--- src/c16_bus_pkg.sv ---
package c16_bus_pkg;

	// ----------------------------------------------------------
	// TED memory bus
	// ----------------------------------------------------------

	// cpu address as seen after row/column demultiplexing
	typedef logic [15:0] c16_addr_t;

	// everything the core drives toward memory
	typedef struct packed {
		logic        ras_n;
		logic        cas_n;
		logic        rw;
		logic [7:0]  a;
		logic [7:0]  dout;
		logic        basic_sel_n;
		logic        kernal_sel_n;
		logic [13:0] rom_addr;
		logic [3:0]  rom_sel;
	} ted_bus_t;

	// rom bank, used as the upper bits of the rom region offset
	typedef enum logic [1:0] {
		KERNAL    = 2'b00,
		BASIC     = 2'b01,
		FUNC_LOW  = 2'b10,
		FUNC_HIGH = 2'b11
	} rom_bank_e;

	// ----------------------------------------------------------
	// zero page shadow pointers
	// ----------------------------------------------------------

	localparam int ZP_PTR_NUM = 4;

	// base (low byte) of each pointer, high byte sits at base+1
	localparam logic [ZP_PTR_NUM-1:0][15:0] ZP_PTR_ADDR = {
		16'h009d, 16'h0031, 16'h002f, 16'h002d
	};

endpackage

--- src/c16_mem_pkg.sv ---
package c16_mem_pkg;

	// ----------------------------------------------------------
	// sdram request port
	// ----------------------------------------------------------

	// byte address, the sdram itself takes word addresses
	typedef logic [24:0] mem_addr_t;

	typedef struct packed {
		logic [23:0] addr;
		logic [15:0] din;
		logic        we;
		logic        oe;
		logic [1:0]  ds;
	} sdram_req_t;

	// width of the slot phase counter, top bit is clkref
	localparam int SLOT_BITS = 4;

	// ----------------------------------------------------------
	// downloads
	// ----------------------------------------------------------

	typedef enum logic [7:0] {
		DL_ROM_COMBINED = 8'h00,
		DL_PRG          = 8'h01,
		DL_KERNAL       = 8'h03
	} dl_kind_e;

	typedef struct packed {
		logic       active;
		logic [7:0] index;
	} dl_session_t;

	// ----------------------------------------------------------
	// memory map
	// ----------------------------------------------------------

	// rom images live above the 64k of c16 ram
	localparam mem_addr_t ROM_MEM_START = 25'h10000;

	// combined image starts with the 1541 rom, which is not kept here
	localparam mem_addr_t ROM_DL_SKIP = 25'h4000;

endpackage

--- src/c16_mem_glue.sv ---
`timescale 1ns/1ns

module c16_mem_glue #(
	parameter int LONG_RESET_CYCLES  = 28_000_000,
	parameter int SHORT_RESET_CYCLES = 65_536
) (
	input  logic                      clk28,
	input  logic                      pll_locked,
	input  c16_bus_pkg::ted_bus_t     ted_i,
	output logic [7:0]                c16_din_o,
	output logic                      c16_wait_o,
	output logic                      reset_o,
	input  logic                      memory_16k_i,
	input  logic                      reboot_i,
	input  logic                      reset_button_i,
	input  logic                      osd_reset_i,
	input  c16_mem_pkg::dl_session_t  dl_session_i,
	input  logic                      wb_cyc_i,
	input  logic                      wb_stb_i,
	input  logic                      wb_we_i,
	input  c16_mem_pkg::mem_addr_t    wb_adr_i,
	input  logic [7:0]                wb_dat_i,
	output logic                      wb_ack_o,
	output c16_mem_pkg::sdram_req_t   sdram_req_o,
	input  logic [15:0]               sdram_dout_i,
	output logic                      clkref_o
);

	c16_bus_pkg::c16_addr_t                cpu_addr, prg_last_addr;
	c16_bus_pkg::rom_bank_e                rom_bank;
	c16_mem_pkg::sdram_req_t               io_req;
	logic [c16_mem_pkg::SLOT_BITS-1:0]     slot;
	logic                                  rom_access, cpu_wr, cpu_rd, cas_fall;
	logic                                  prg_end, zp_hit, rom_dl, prg_dl;
	logic [7:0]                            zp_dout;

	// ----------------------------------------------------------
	// download session decode
	// ----------------------------------------------------------

	assign rom_dl = dl_session_i.active &&
		((dl_session_i.index == c16_mem_pkg::DL_ROM_COMBINED) ||
		(dl_session_i.index == c16_mem_pkg::DL_KERNAL));
	assign prg_dl = dl_session_i.active && (dl_session_i.index == c16_mem_pkg::DL_PRG);

	// core is stalled while memory is being filled
	assign c16_wait_o = rom_dl || prg_dl;

	assign clkref_o = slot[c16_mem_pkg::SLOT_BITS-1];

	// ----------------------------------------------------------
	// blocks
	// ----------------------------------------------------------

	ted_bus_decoder u_ted_bus_decoder (
		.clk28        (clk28),
		.pll_locked   (pll_locked),
		.ted_i        (ted_i),
		.cpu_addr_o   (cpu_addr),
		.rom_access_o (rom_access),
		.rom_bank_o   (rom_bank),
		.cpu_wr_o     (cpu_wr),
		.cpu_rd_o     (cpu_rd),
		.cas_fall_o   (cas_fall),
		.slot_o       (slot)
	);

	download_injector u_download_injector (
		.clk28           (clk28),
		.pll_locked      (pll_locked),
		.dl_session_i    (dl_session_i),
		.wb_cyc_i        (wb_cyc_i),
		.wb_stb_i        (wb_stb_i),
		.wb_we_i         (wb_we_i),
		.wb_adr_i        (wb_adr_i),
		.wb_dat_i        (wb_dat_i),
		.wb_ack_o        (wb_ack_o),
		.io_req_o        (io_req),
		.prg_end_o       (prg_end),
		.prg_last_addr_o (prg_last_addr),
		.clkref_i        (clkref_o)
	);

	zp_shadow u_zp_shadow (
		.clk28           (clk28),
		.pll_locked      (pll_locked),
		.cpu_addr_i      (cpu_addr),
		.rom_access_i    (rom_access),
		.cpu_wr_i        (cpu_wr),
		.cas_fall_i      (cas_fall),
		.cpu_dout_i      (ted_i.dout),
		.prg_end_i       (prg_end),
		.prg_last_addr_i (prg_last_addr),
		.zp_hit_o        (zp_hit),
		.zp_dout_o       (zp_dout)
	);

	sdram_port_mux u_sdram_port_mux (
		.clkref_i     (clkref_o),
		.memory_16k_i (memory_16k_i),
		.cpu_addr_i   (cpu_addr),
		.rom_access_i (rom_access),
		.rom_bank_i   (rom_bank),
		.rom_addr_i   (ted_i.rom_addr),
		.cpu_wr_i     (cpu_wr),
		.cpu_rd_i     (cpu_rd),
		.cpu_dout_i   (ted_i.dout),
		.io_req_i     (io_req),
		.zp_hit_i     (zp_hit),
		.zp_dout_i    (zp_dout),
		.sdram_dout_i (sdram_dout_i),
		.sdram_req_o  (sdram_req_o),
		.c16_din_o    (c16_din_o)
	);

	reset_gen #(
		.LONG_RESET_CYCLES  (LONG_RESET_CYCLES),
		.SHORT_RESET_CYCLES (SHORT_RESET_CYCLES)
	) u_reset_gen (
		.clk28          (clk28),
		.pll_locked     (pll_locked),
		.reboot_i       (reboot_i),
		.reset_button_i (reset_button_i),
		.osd_reset_i    (osd_reset_i),
		.rom_dl_i       (rom_dl),
		.memory_16k_i   (memory_16k_i),
		.reset_o        (reset_o)
	);

endmodule

--- src/download_injector.sv ---
`timescale 1ns/1ns

module download_injector (
	input  logic                      clk28,
	input  logic                      pll_locked,
	input  c16_mem_pkg::dl_session_t  dl_session_i,
	input  logic                      wb_cyc_i,
	input  logic                      wb_stb_i,
	input  logic                      wb_we_i,
	input  c16_mem_pkg::mem_addr_t    wb_adr_i,
	input  logic [7:0]                wb_dat_i,
	output logic                      wb_ack_o,
	output c16_mem_pkg::sdram_req_t   io_req_o,
	output logic                      prg_end_o,
	output c16_bus_pkg::c16_addr_t    prg_last_addr_o,
	input  logic                      clkref_i
);

	logic                   is_prg, is_kernal, is_combined;
	logic                   needs_write, accept;
	logic                   clkref_q, slot_fall, slot_rise;
	logic                   pending, io_we, prg_q;
	logic [7:0]             hold_data, io_data;
	c16_mem_pkg::mem_addr_t io_addr;

	// ----------------------------------------------------------
	// session and byte decode
	// ----------------------------------------------------------

	assign is_prg      = dl_session_i.active && (dl_session_i.index == c16_mem_pkg::DL_PRG);
	assign is_kernal   = dl_session_i.active && (dl_session_i.index == c16_mem_pkg::DL_KERNAL);
	assign is_combined = dl_session_i.active &&
		(dl_session_i.index == c16_mem_pkg::DL_ROM_COMBINED);

	// prg header bytes and the leading 1541 part are consumed without a write
	always_comb begin
		if (is_prg)
			needs_write = (wb_adr_i > 25'd1);
		else if (is_kernal)
			needs_write = 1'b1;
		else if (is_combined)
			needs_write = (wb_adr_i >= c16_mem_pkg::ROM_DL_SKIP);
		else
			needs_write = 1'b0;
	end

	// hold off while a byte still waits for its io slot
	assign accept = wb_cyc_i && wb_stb_i && wb_we_i && !wb_ack_o &&
		(!pending || !needs_write);

	assign slot_fall = clkref_q && !clkref_i;
	assign slot_rise = !clkref_q && clkref_i;

	// ----------------------------------------------------------
	// holding register and io slot write
	// ----------------------------------------------------------

	always_ff @(posedge clk28 or negedge pll_locked) begin
		if (!pll_locked) begin
			clkref_q  <= 1'b0;
			wb_ack_o  <= 1'b0;
			pending   <= 1'b0;
			io_we     <= 1'b0;
			io_addr   <= '0;
			prg_q     <= 1'b0;
			prg_end_o <= 1'b0;
		end else begin
			clkref_q  <= clkref_i;
			wb_ack_o  <= accept;
			prg_q     <= is_prg;
			prg_end_o <= prg_q && !is_prg;
			// io slot starts, hand the waiting byte over
			if (slot_fall) begin
				io_we   <= pending;
				pending <= 1'b0;
			end
			// c16 slot starts, the io write is done
			if (slot_rise) begin
				if (io_we)
					io_addr <= io_addr + 25'd1;
				io_we <= 1'b0;
			end
			if (accept) begin
				if (needs_write)
					pending <= 1'b1;
				// prg load address is little endian in the first two bytes
				if (is_prg && wb_adr_i == 25'd0)
					io_addr[7:0] <= wb_dat_i;
				if (is_prg && wb_adr_i == 25'd1)
					io_addr[24:8] <= {9'd0, wb_dat_i};
				if ((is_kernal && wb_adr_i == 25'd0) ||
					(is_combined && wb_adr_i == c16_mem_pkg::ROM_DL_SKIP))
					io_addr <= c16_mem_pkg::ROM_MEM_START;
			end
		end
	end

	always_ff @(posedge clk28) begin
		if (accept && needs_write)
			hold_data <= wb_dat_i;
		if (slot_fall && pending)
			io_data <= hold_data;
	end

	assign io_req_o.addr = io_addr[24:1];
	assign io_req_o.din  = {io_data, io_data};
	assign io_req_o.we   = io_we;
	assign io_req_o.oe   = 1'b0;
	assign io_req_o.ds   = {io_addr[0], ~io_addr[0]};

	// bytes still in flight count as written
	assign prg_last_addr_o = io_addr[15:0] + {15'd0, io_we} + {15'd0, pending};

endmodule

--- src/reset_gen.sv ---
`timescale 1ns/1ns

module reset_gen #(
	parameter int LONG_RESET_CYCLES  = 28_000_000,
	parameter int SHORT_RESET_CYCLES = 65_536
) (
	input  logic clk28,
	input  logic pll_locked,
	input  logic reboot_i,
	input  logic reset_button_i,
	input  logic osd_reset_i,
	input  logic rom_dl_i,
	input  logic memory_16k_i,
	output logic reset_o
);

	localparam logic [31:0] LONG_LOAD  = LONG_RESET_CYCLES;
	localparam logic [31:0] SHORT_LOAD = SHORT_RESET_CYCLES;

	logic [31:0] reset_cnt;
	logic        reboot_q, last_mem16k;

	always_ff @(posedge clk28 or negedge pll_locked) begin
		if (!pll_locked) begin
			// long reset on startup
			reset_cnt   <= LONG_LOAD;
			reboot_q    <= 1'b0;
			last_mem16k <= 1'b0;
		end else begin
			reboot_q    <= reboot_i;
			last_mem16k <= memory_16k_i;
			if (reboot_i && !reboot_q)
				reset_cnt <= LONG_LOAD;
			// a short request never cuts a running long reset
			else if (reset_button_i || osd_reset_i || rom_dl_i ||
				(memory_16k_i != last_mem16k))
				reset_cnt <= (reset_cnt > SHORT_LOAD) ? reset_cnt : SHORT_LOAD;
			else if (reset_cnt != 32'd0)
				reset_cnt <= reset_cnt - 32'd1;
		end
	end

	assign reset_o = (reset_cnt != 32'd0);

endmodule

--- src/sdram_port_mux.sv ---
`timescale 1ns/1ns

module sdram_port_mux (
	input  logic                    clkref_i,
	input  logic                    memory_16k_i,
	input  c16_bus_pkg::c16_addr_t  cpu_addr_i,
	input  logic                    rom_access_i,
	input  c16_bus_pkg::rom_bank_e  rom_bank_i,
	input  logic [13:0]             rom_addr_i,
	input  logic                    cpu_wr_i,
	input  logic                    cpu_rd_i,
	input  logic [7:0]              cpu_dout_i,
	input  c16_mem_pkg::sdram_req_t io_req_i,
	input  logic                    zp_hit_i,
	input  logic [7:0]              zp_dout_i,
	input  logic [15:0]             sdram_dout_i,
	output c16_mem_pkg::sdram_req_t sdram_req_o,
	output logic [7:0]              c16_din_o
);

	c16_bus_pkg::c16_addr_t  ram_addr;
	c16_mem_pkg::mem_addr_t  rom_byte, c16_byte;
	c16_mem_pkg::sdram_req_t c16_req;

	// 16k machines ignore a7 and a15..a14, so those mirror
	assign ram_addr = memory_16k_i ? (cpu_addr_i & 16'h3f7f) : cpu_addr_i;

	assign rom_byte = c16_mem_pkg::ROM_MEM_START + {9'd0, rom_bank_i, rom_addr_i};
	assign c16_byte = rom_access_i ? rom_byte : {9'd0, ram_addr};

	assign c16_req.addr = c16_byte[24:1];
	assign c16_req.din  = {cpu_dout_i, cpu_dout_i};
	// shadowed zero page bytes never reach the sdram
	assign c16_req.we   = cpu_wr_i && !zp_hit_i;
	assign c16_req.oe   = cpu_rd_i;
	assign c16_req.ds   = {c16_byte[0], ~c16_byte[0]};

	// clkref high is the c16 slot
	assign sdram_req_o = clkref_i ? c16_req : io_req_i;

	always_comb begin
		if (zp_hit_i)
			c16_din_o = zp_dout_i;
		else if (c16_byte[0])
			c16_din_o = sdram_dout_i[15:8];
		else
			c16_din_o = sdram_dout_i[7:0];
	end

endmodule

--- src/ted_bus_decoder.sv ---
`timescale 1ns/1ns

module ted_bus_decoder (
	input  logic                                 clk28,
	input  logic                                 pll_locked,
	input  c16_bus_pkg::ted_bus_t                ted_i,
	output c16_bus_pkg::c16_addr_t               cpu_addr_o,
	output logic                                 rom_access_o,
	output c16_bus_pkg::rom_bank_e               rom_bank_o,
	output logic                                 cpu_wr_o,
	output logic                                 cpu_rd_o,
	output logic                                 cas_fall_o,
	output logic [c16_mem_pkg::SLOT_BITS-1:0]    slot_o
);

	logic       ras_q, ras_qq;
	logic       cas_q, cas_qq;
	logic       ras_fall, cas_fall;
	logic [7:0] a_low, a_high;

	assign ras_fall = ras_qq & ~ras_q;
	assign cas_fall = cas_qq & ~cas_q;

	// sample the strobes, the slot phase restarts after every ras edge
	always_ff @(posedge clk28 or negedge pll_locked) begin
		if (!pll_locked) begin
			ras_q      <= 1'b1;
			ras_qq     <= 1'b1;
			cas_q      <= 1'b1;
			cas_qq     <= 1'b1;
			cas_fall_o <= 1'b0;
			slot_o     <= '0;
		end else begin
			ras_q      <= ted_i.ras_n;
			ras_qq     <= ras_q;
			cas_q      <= ted_i.cas_n;
			cas_qq     <= cas_q;
			// pulse while the freshly latched high byte is valid
			cas_fall_o <= cas_fall;
			if (ras_fall)
				slot_o <= '0;
			else
				slot_o <= slot_o + 1'b1;
		end
	end

	// row and column address bytes
	always_ff @(posedge clk28) begin
		if (ras_fall)
			a_low <= ted_i.a;
		if (cas_fall)
			a_high <= ted_i.a;
	end

	assign cpu_addr_o   = {a_high, a_low};
	assign rom_access_o = (~ted_i.basic_sel_n | ~ted_i.kernal_sel_n) & ted_i.rw;
	assign cpu_wr_o     = ~ted_i.cas_n & ~ted_i.rw;
	assign cpu_rd_o     = (~ted_i.cas_n & ted_i.rw) | rom_access_o;

	// bank from basic select and rom_sel, cartridges fall back to kernal
	always_comb begin
		casez ({ted_i.basic_sel_n, ted_i.rom_sel})
			5'b1_00??: rom_bank_o = c16_bus_pkg::KERNAL;
			5'b1_10??: rom_bank_o = c16_bus_pkg::FUNC_HIGH;
			5'b0_??00: rom_bank_o = c16_bus_pkg::BASIC;
			5'b0_??10: rom_bank_o = c16_bus_pkg::FUNC_LOW;
			default:   rom_bank_o = c16_bus_pkg::KERNAL;
		endcase
	end

endmodule

--- src/zp_shadow.sv ---
`timescale 1ns/1ns

module zp_shadow (
	input  logic                   clk28,
	input  logic                   pll_locked,
	input  c16_bus_pkg::c16_addr_t cpu_addr_i,
	input  logic                   rom_access_i,
	input  logic                   cpu_wr_i,
	input  logic                   cas_fall_i,
	input  logic [7:0]             cpu_dout_i,
	input  logic                   prg_end_i,
	input  c16_bus_pkg::c16_addr_t prg_last_addr_i,
	output logic                   zp_hit_o,
	output logic [7:0]             zp_dout_o
);

	localparam int NPTR = c16_bus_pkg::ZP_PTR_NUM;

	c16_bus_pkg::c16_addr_t ptr [NPTR];
	logic [NPTR-1:0]        lo_sel, hi_sel;

	// address compare against the low and high byte of each pointer
	always_comb begin
		for (int i = 0; i < NPTR; i++) begin
			lo_sel[i] = (cpu_addr_i == c16_bus_pkg::ZP_PTR_ADDR[i]);
			hi_sel[i] = (cpu_addr_i == c16_bus_pkg::ZP_PTR_ADDR[i] + 16'd1);
		end
	end

	assign zp_hit_o = !rom_access_i && ((|lo_sel) || (|hi_sel));

	always_comb begin
		zp_dout_o = 8'hff;
		for (int i = 0; i < NPTR; i++) begin
			if (lo_sel[i])
				zp_dout_o = ptr[i][7:0];
			if (hi_sel[i])
				zp_dout_o = ptr[i][15:8];
		end
	end

	// basic end pointers follow the injected program, cpu may overwrite them
	always_ff @(posedge clk28 or negedge pll_locked) begin
		if (!pll_locked) begin
			for (int i = 0; i < NPTR; i++)
				ptr[i] <= '0;
		end else if (prg_end_i) begin
			for (int i = 0; i < NPTR; i++)
				ptr[i] <= prg_last_addr_i;
		end else if (cas_fall_i && cpu_wr_i && zp_hit_o) begin
			for (int i = 0; i < NPTR; i++) begin
				if (lo_sel[i])
					ptr[i][7:0] <= cpu_dout_i;
				if (hi_sel[i])
					ptr[i][15:8] <= cpu_dout_i;
			end
		end
	end

endmodule

--- config.mk ---
export PLATFORM = sky130hd
export DESIGN_NAME = c16_mem_glue
export DESIGN_NICKNAME = d
export VERILOG_FILES = /design/src/c16_bus_pkg.sv /design/src/c16_mem_pkg.sv /design/src/c16_mem_glue.sv /design/src/download_injector.sv /design/src/reset_gen.sv /design/src/sdram_port_mux.sv /design/src/ted_bus_decoder.sv /design/src/zp_shadow.sv
export SDC_FILE = /design/constraint.sdc
export NUM_CORES = 1
export LEC_CHECK = 0
export BUFFER_PORTS_ARGS = -buffer_cell sky130_fd_sc_hd__buf_4
export CORE_MARGIN = 2
export CORE_UTILIZATION = 45
export CTS_BUF_LIST = sky130_fd_sc_hd__clkbuf_4 sky130_fd_sc_hd__clkbuf_8
export DETAILED_ROUTE_END_ITERATION = 10
export PLACE_DENSITY_LB_ADDON = 0.3
export SYNTH_ARGS = -nofsm -noshare
export SYNTH_HDL_FRONTEND = slang
export SYNTH_SLANG_ARGS = --single-unit
--- constraint.sdc ---
create_clock -name clk28 -period 3.8 [get_ports clk28]
set_input_delay 0.95 -clock clk28 [delete_from_list [all_inputs] [get_ports clk28]]
set_output_delay 0.95 -clock clk28 [all_outputs]
set_load 0.01 [all_outputs]
* After elaboration in Yosys (flattened, before gate mapping) *
Index checks and enable logic that the tools add are counted.

cells by class
  add/subtract/negate cells = 6
  magnitude comparators = 3
  equal/unequal tests = 16
  mux-type cells = 43
  bitwise operators = 15
  reductions and logical operators = 65

operators with widths
  cell                    count
  $mux 8                  19
  $mux 32                 4
  $mux 64                 2
  $mux 25                 5
  $eq 16x6->1 const B     6
  $mux 44                 1
  $add 16x1->16           2
  $eq 16x8->1 const B     2
  $gt 32x17->1 const B    1
  $reduce_bool 32->1      1
  $sub 32x1->32 const B   1
  $add 25x1->25 const B   1
  $eq 25x1->1 const B     1
  $eq 25x15->1 const B    1
  $ge 25x15->1 const B    1
  $gt 25x1->1 const B     1
  $logic_not 25->1        1
  $logic_and 1x1->1       22
  $reduce_bool 2->1       10
  $add 17x16->18 const A  1
  $reduce_and 2->1        9
  $mux 17                 1
  $mux 16                 1
  $logic_not 1->1         9
  18 further kinds        45

word-level totals
  flip-flop bits (word level) = 170
  input port bits = 106
  output and inout port bits = 56
  word-level logic and storage cells = 176

* Depth between registers and ports, before layout *
  depth in word-level cells = 10
  mapped depth = 11
  depth with buffers taken out = 10

* Hierarchy *
Synthesis repeated with hierarchy kept, for this count alone.

unflattened totals
  cells, all modules = 1009
  area total of the unflattened synthesis = 9949.5 µm²

modules (own cells, without submodules)
  module             times used  cells each  area an instance (µm²)  seq. area each (µm²)
  zp_shadow          1           293         3320.7                  1601.5
  download_injector  1           274         2750.1                  1256.2
  reset_gen          1           253         2219.6                  865.8
  ted_bus_decoder    1           44          823.3                   710.7
  sdram_port_mux     1           139         785.8                   0.0
  c16_mem_glue       1           6           50.0                    0.0

* Worst setup path before layout *
OpenSTA, ideal clock, no wires.

  kind = input -> output
  start point = input port ted_i[36] in the netlist's numbering
  end point = output port c16_din_o[0]
  arrival = 2.467 ns
  data required time = 2.850 ns
  path slack = 0.383 ns
  stages = 5
  buffers on the path = 0
  cell sequence = a21boi_0 mux2i_1 mux2_2 nand2_1 o21ai_0

between the ends
  longest elaborated chain between the ends = 4
  elaborated cells on any way between the ends = 6
  classes of those cells = 3 x mux; 1 x bitwise; 2 x reduce/logical

RTL lines
  what                                         RTL line                               text
  start: declaration                           c16_mem_glue.sv:9                      input c16_bus_pkg::ted_bus_t ted_i,
  $and 1x1->1 (*)                              ted_bus_decoder.sv:56                  assign rom_access_o = (~ted_i.basic_sel_n | ~ted_i.kernal_sel_n) & ted_i.rw;
  $mux 25 or $logic_not 1->1 (tied branches)   sdram_port_mux.sv:29, zp_shadow.sv:30
  $mux 8 or $logic_and 1x1->1 (tied branches)  sdram_port_mux.sv:44, zp_shadow.sv:30
  $mux 8 (*)                                   sdram_port_mux.sv:42                   if (zp_hit_i)
  end: declaration                             c16_mem_glue.sv:10                     output logic [7:0] c16_din_o,

Every way passes the cells marked *; elsewhere a longest branch is shown, timed or not.

* Worst setup path after layout *
  start point = register u_ted_bus_decoder.a_high[2]
  end point = output port c16_din_o[5]

between the ends
  longest elaborated chain between the ends = 10
  elaborated cells on any way between the ends = 21
  classes of those cells = 8 x eq/ne; 9 x mux; 4 x reduce/logical

RTL lines
  what                      RTL line               text
  start: declaration        ted_bus_decoder.sv:19  logic [7:0] a_low, a_high;
  start signal: assignment  ted_bus_decoder.sv:52  a_high <= ted_i.a;
  $eq 16x6->1               zp_shadow.sv:25        lo_sel[i] = (cpu_addr_i == c16_bus_pkg::ZP_PTR_ADDR[i]);
  $mux 8                    zp_shadow.sv:35        if (lo_sel[i])
  $mux 8                    zp_shadow.sv:37        if (hi_sel[i])
  $mux 8                    zp_shadow.sv:35
  $mux 8                    zp_shadow.sv:37
  $mux 8                    zp_shadow.sv:35
  $mux 8                    zp_shadow.sv:37
  $mux 8                    zp_shadow.sv:35
  $mux 8                    zp_shadow.sv:37
  $mux 8 (*)                sdram_port_mux.sv:42

Marked as above.

==> reports/metrics.cfg <==
[run_status]
result_of_the_run=complete, but fails checks
violations=negative setup slack

[layout]
insertedDiodeCount=0
post-route-cell-area_um2=11800
fin_nets=1236
layout-area-overhead-vs-synth_pct=22.7
fraction_of_layout_cells_with_a_size_suffix_above_1=0.330
most-common-layout-cells=sky130_fd_sc_hd__buf_4 (199), sky130_fd_sc_hd__dfrtp_1 (121), sky130_fd_sc_hd__nor2_1 (94), sky130_fd_sc_hd__mux2_2 (82), sky130_fd_sc_hd__a21oi_1 (66)
layout.filler_cells=1925
layout.cells.most_common=sky130_fd_sc_hd__buf_4

[critical_path]
critPathRequiredTime_ps=2850
r2r_setup_slack_ps=990
crit_path_start_kind=flop
worstSetupPathType=reg -> out
worst_r2r_path_depth=7
end_kind=output pin
timing.rr.end=u_zp_shadow.ptr[47]
origin_of_the_critical_flop_to_flop_path=u_download_injector.io_addr[0]
critical-path-slowest-cell=sky130_fd_sc_hd__or4b_4
critical_path_arrival_ps=2990
cpPeakStageDelay_ps=560
worstPathMaxFanout=2
crit_path_cell_trace=or4b_4 -> or3_4 -> a211o_1 -> o21a_1 -> or4_4 -> o21ai_2 -> buf_4

[yosys]
synth-adder-area-share=0.0112
post_synthesis_compound_gate_area_fraction=0.134
synth.distinct_cells=73
mappedNetlistArea_um2=9580
synth.ff_latch_count=170
synth_xor_xnor_area_share=0.0384
synth_top_family_by_area=simple AND/OR/NAND/NOR gates
synth_simple_gate_area_share=0.191
synth-edff-count=32
ys_warn_count=0
synth_fp_nets=1074
synth.mux.area_fraction=0.127
syn-mean-instance-area_um2=9.98
sequential_element_share_of_the_synthesized_area=0.463
most_instantiated_flip_flop_cell_in_the_synthesis_netlist=sky130_fd_sc_hd__dfrtp_1
synth_async_sr_flop_share=0.812
netlist_instances=960

[place]
routabilityCongestion=0.940
port_buffers=161
dpl_cell_area_um2=11200
hpwl_mm=19.9

[clock_network]
cts-buffers-inserted=17
htree_levels=4
clock_input_transition_at_the_sequential_cells_of_the_worst_setup_and_hold_paths_ps=90
clock_sink_count=170
clk-insertion-delay-late_ps=470
cts_tree=built
root_buffer=sky130_fd_sc_hd__clkbuf_8
clock_tree.buffer_depth=2

[timing]
finalSetupViolations=5
fin_crit_sh=1.04
maxSlewHeadroom=0.241
post_route_skew_ps=15.0
worst-slew-pin-transition_ps=1140
rsz0062_at_grt=yes
fin_ws_ps=-140
period_needed_ps=3940
setup-tns-final_ps=-260
final-hold-violation-count=0
fin_hold_ws_ps=371
max_clock_freq_ghz=0.254
drv_slew=0

[floorplanning]
die_h_um=150
floorplan.initialDensity=0.457
area_of_the_die_um2=22500
die_w_um=150
core.rowCount=53
placeableCoreArea_um2=21000
ios=162

[global_routing]
track_usage=0.244
grt_max_degree=66
grt_remaining_overflow=0
grt_pass1_wl_mm=42.7
number_of_global_route_vias_before_repair=7899
antenna_violations_before_repair=0

[drt]
wl_per_cell_um=19.1
drt.antenna.violating_nets=0
vias=8184
drtPass1Iterations=5
route.detailed.vias_per_inst=5.80
finalWirelength_mm=26.9
first_iter_violations=615
drc=0

[pwr]
reported_leakage_power_nw=5.07
power_mw=5.02
power.ir.vdd_worst_mv=0.254
powerDensity_nw_per_um2=428

[min_path]
worstHoldPathCells=0
hold_path_startpoint=u_ted_bus_decoder.cas_q
worstHoldPathType=reg -> reg
hold_end=u_ted_bus_decoder.cas_qq

[run]
timing.max_cap.violations=0

cell type report:
| type | instances | area (um2) | share of cell area |
|---|---|---|---|
| clock buffer | 18 | 248 | 0.0211 |
| clock inverter | 14 | 186 | 0.0159 |
| inverter | 18 | 67.6 | 0.00575 |
| multi-input combinational | 711 | 4910 | 0.418 |
| sequential | 170 | 4440 | 0.377 |
| tap | 275 | 344 | 0.0293 |
| timing repair buffer | 204 | 1560 | 0.133 |
metal layers:
layer | track usage | up-vias | wire length [um]
li1 | - | 3858 | -
met1 | 0.355 | 3980 | 12100
met2 | 0.367 | 311 | 12100
met3 | 0.0524 | 35 | 2090
met4 | 0.0745 | 0 | 530
met5 | 0 | - | 0
through the flow:
stage	std cells	util	setup WS, ps
final	1410	0.561	-140
after global routing	1410	0.561	-232
after CTS	1409	0.558	-224
after detailed placement	1370	0.532	222
after global placement	1370	0.532	256
after floorplan	960	-	383
worst max-delay path: cells and delay by family (launching register included):
family / cells / cell delay [ps]
DFF: 1 / 390
and+or+nand+nor: 3 / 1420
AOI/OAI and AO/OA: 3 / 570
buffers and inverters: 1 / 140
registers in the layout, indices dropped and copies added (netlist names), 4 cells and up:
signal	flops
u_ted_bus_decoder.slot_o	4
u_ted_bus_decoder.a_low	8
u_download_injector.hold_data	8
u_download_injector.io_addr	25
u_download_injector.io_data	8
u_reset_gen.reset_cnt	32
u_ted_bus_decoder.a_high	8
u_zp_shadow.ptr	64
logic make-up (layout without fill, tap and decap cells):
| family | count (synthesis) | in the layout |
|---|---|---|
| AND/OR/NAND/NOR | 345 | 345 |
| AO/OA/AOI/OAI | 205 | 205 |
| adder cells (fa/ha/maj) | 8 | 8 |
| flip-flops | 170 | 170 |
| multiplexers | 111 | 111 |
| XOR/XNOR | 42 | 42 |
| buffers and inverters | 79 | 254 |
synthesized netlist by cell type, types with 14 or more instances:
master                     count  area (um2)
sky130_fd_sc_hd__dfrtp_1     122        3050
sky130_fd_sc_hd__o211ai_1     18         135
sky130_fd_sc_hd__mux2i_1      29         290
sky130_fd_sc_hd__xnor2_1      30         263
sky130_fd_sc_hd__nor3_1       39         195
sky130_fd_sc_hd__clkbuf_1     40         150
sky130_fd_sc_hd__nor2_1       95         357
sky130_fd_sc_hd__edfxtp_1     32         961
sky130_fd_sc_hd__nand3_1      24         120
sky130_fd_sc_hd__nor2b_1      16         100
sky130_fd_sc_hd__a21oi_1      68         340
sky130_fd_sc_hd__nand2_1      55         206
sky130_fd_sc_hd__nor4_1       20         125
sky130_fd_sc_hd__or4_1        14         105
sky130_fd_sc_hd__or3_1        15        93.8
sky130_fd_sc_hd__dfstp_2      16         420
sky130_fd_sc_hd__inv_1        18        67.6
sky130_fd_sc_hd__mux2_2       82         923
sky130_fd_sc_hd__o21ai_0      37         185
worst max path at each step:
stage	start	slack, ps	endpoint
6_report	u_ted_bus_decoder.a_high[2]	-140	c16_din_o[5]
5_1_grt	u_ted_bus_decoder.a_high[3]	-230	c16_din_o[5]
4_1_cts	u_ted_bus_decoder.a_high[3]	-220	c16_din_o[5]
3_5_place_dp	u_ted_bus_decoder.a_low[7]	220	c16_din_o[5]
3_3_place_gp	u_ted_bus_decoder.a_low[7]	260	c16_din_o[5]
2_1_floorplan	ted_i[36]	380	c16_din_o[0]
power breakdown:
part	internal (mW)	switching, mW	total, mW
registers	2.02	0.223	2.24
clock network	0.686	0.721	1.41
logic	0.669	0.707	1.38
total	3.37	1.65	5.02
repair_timing:
item,CTS,global route
pin swaps,6,6
setup buffers,7,1
gates resized for setup,15,15
endpoints found under the setup margin,9,9
hold buffers,0,0
No activity file was read; power rests on OpenSTA's default activity.
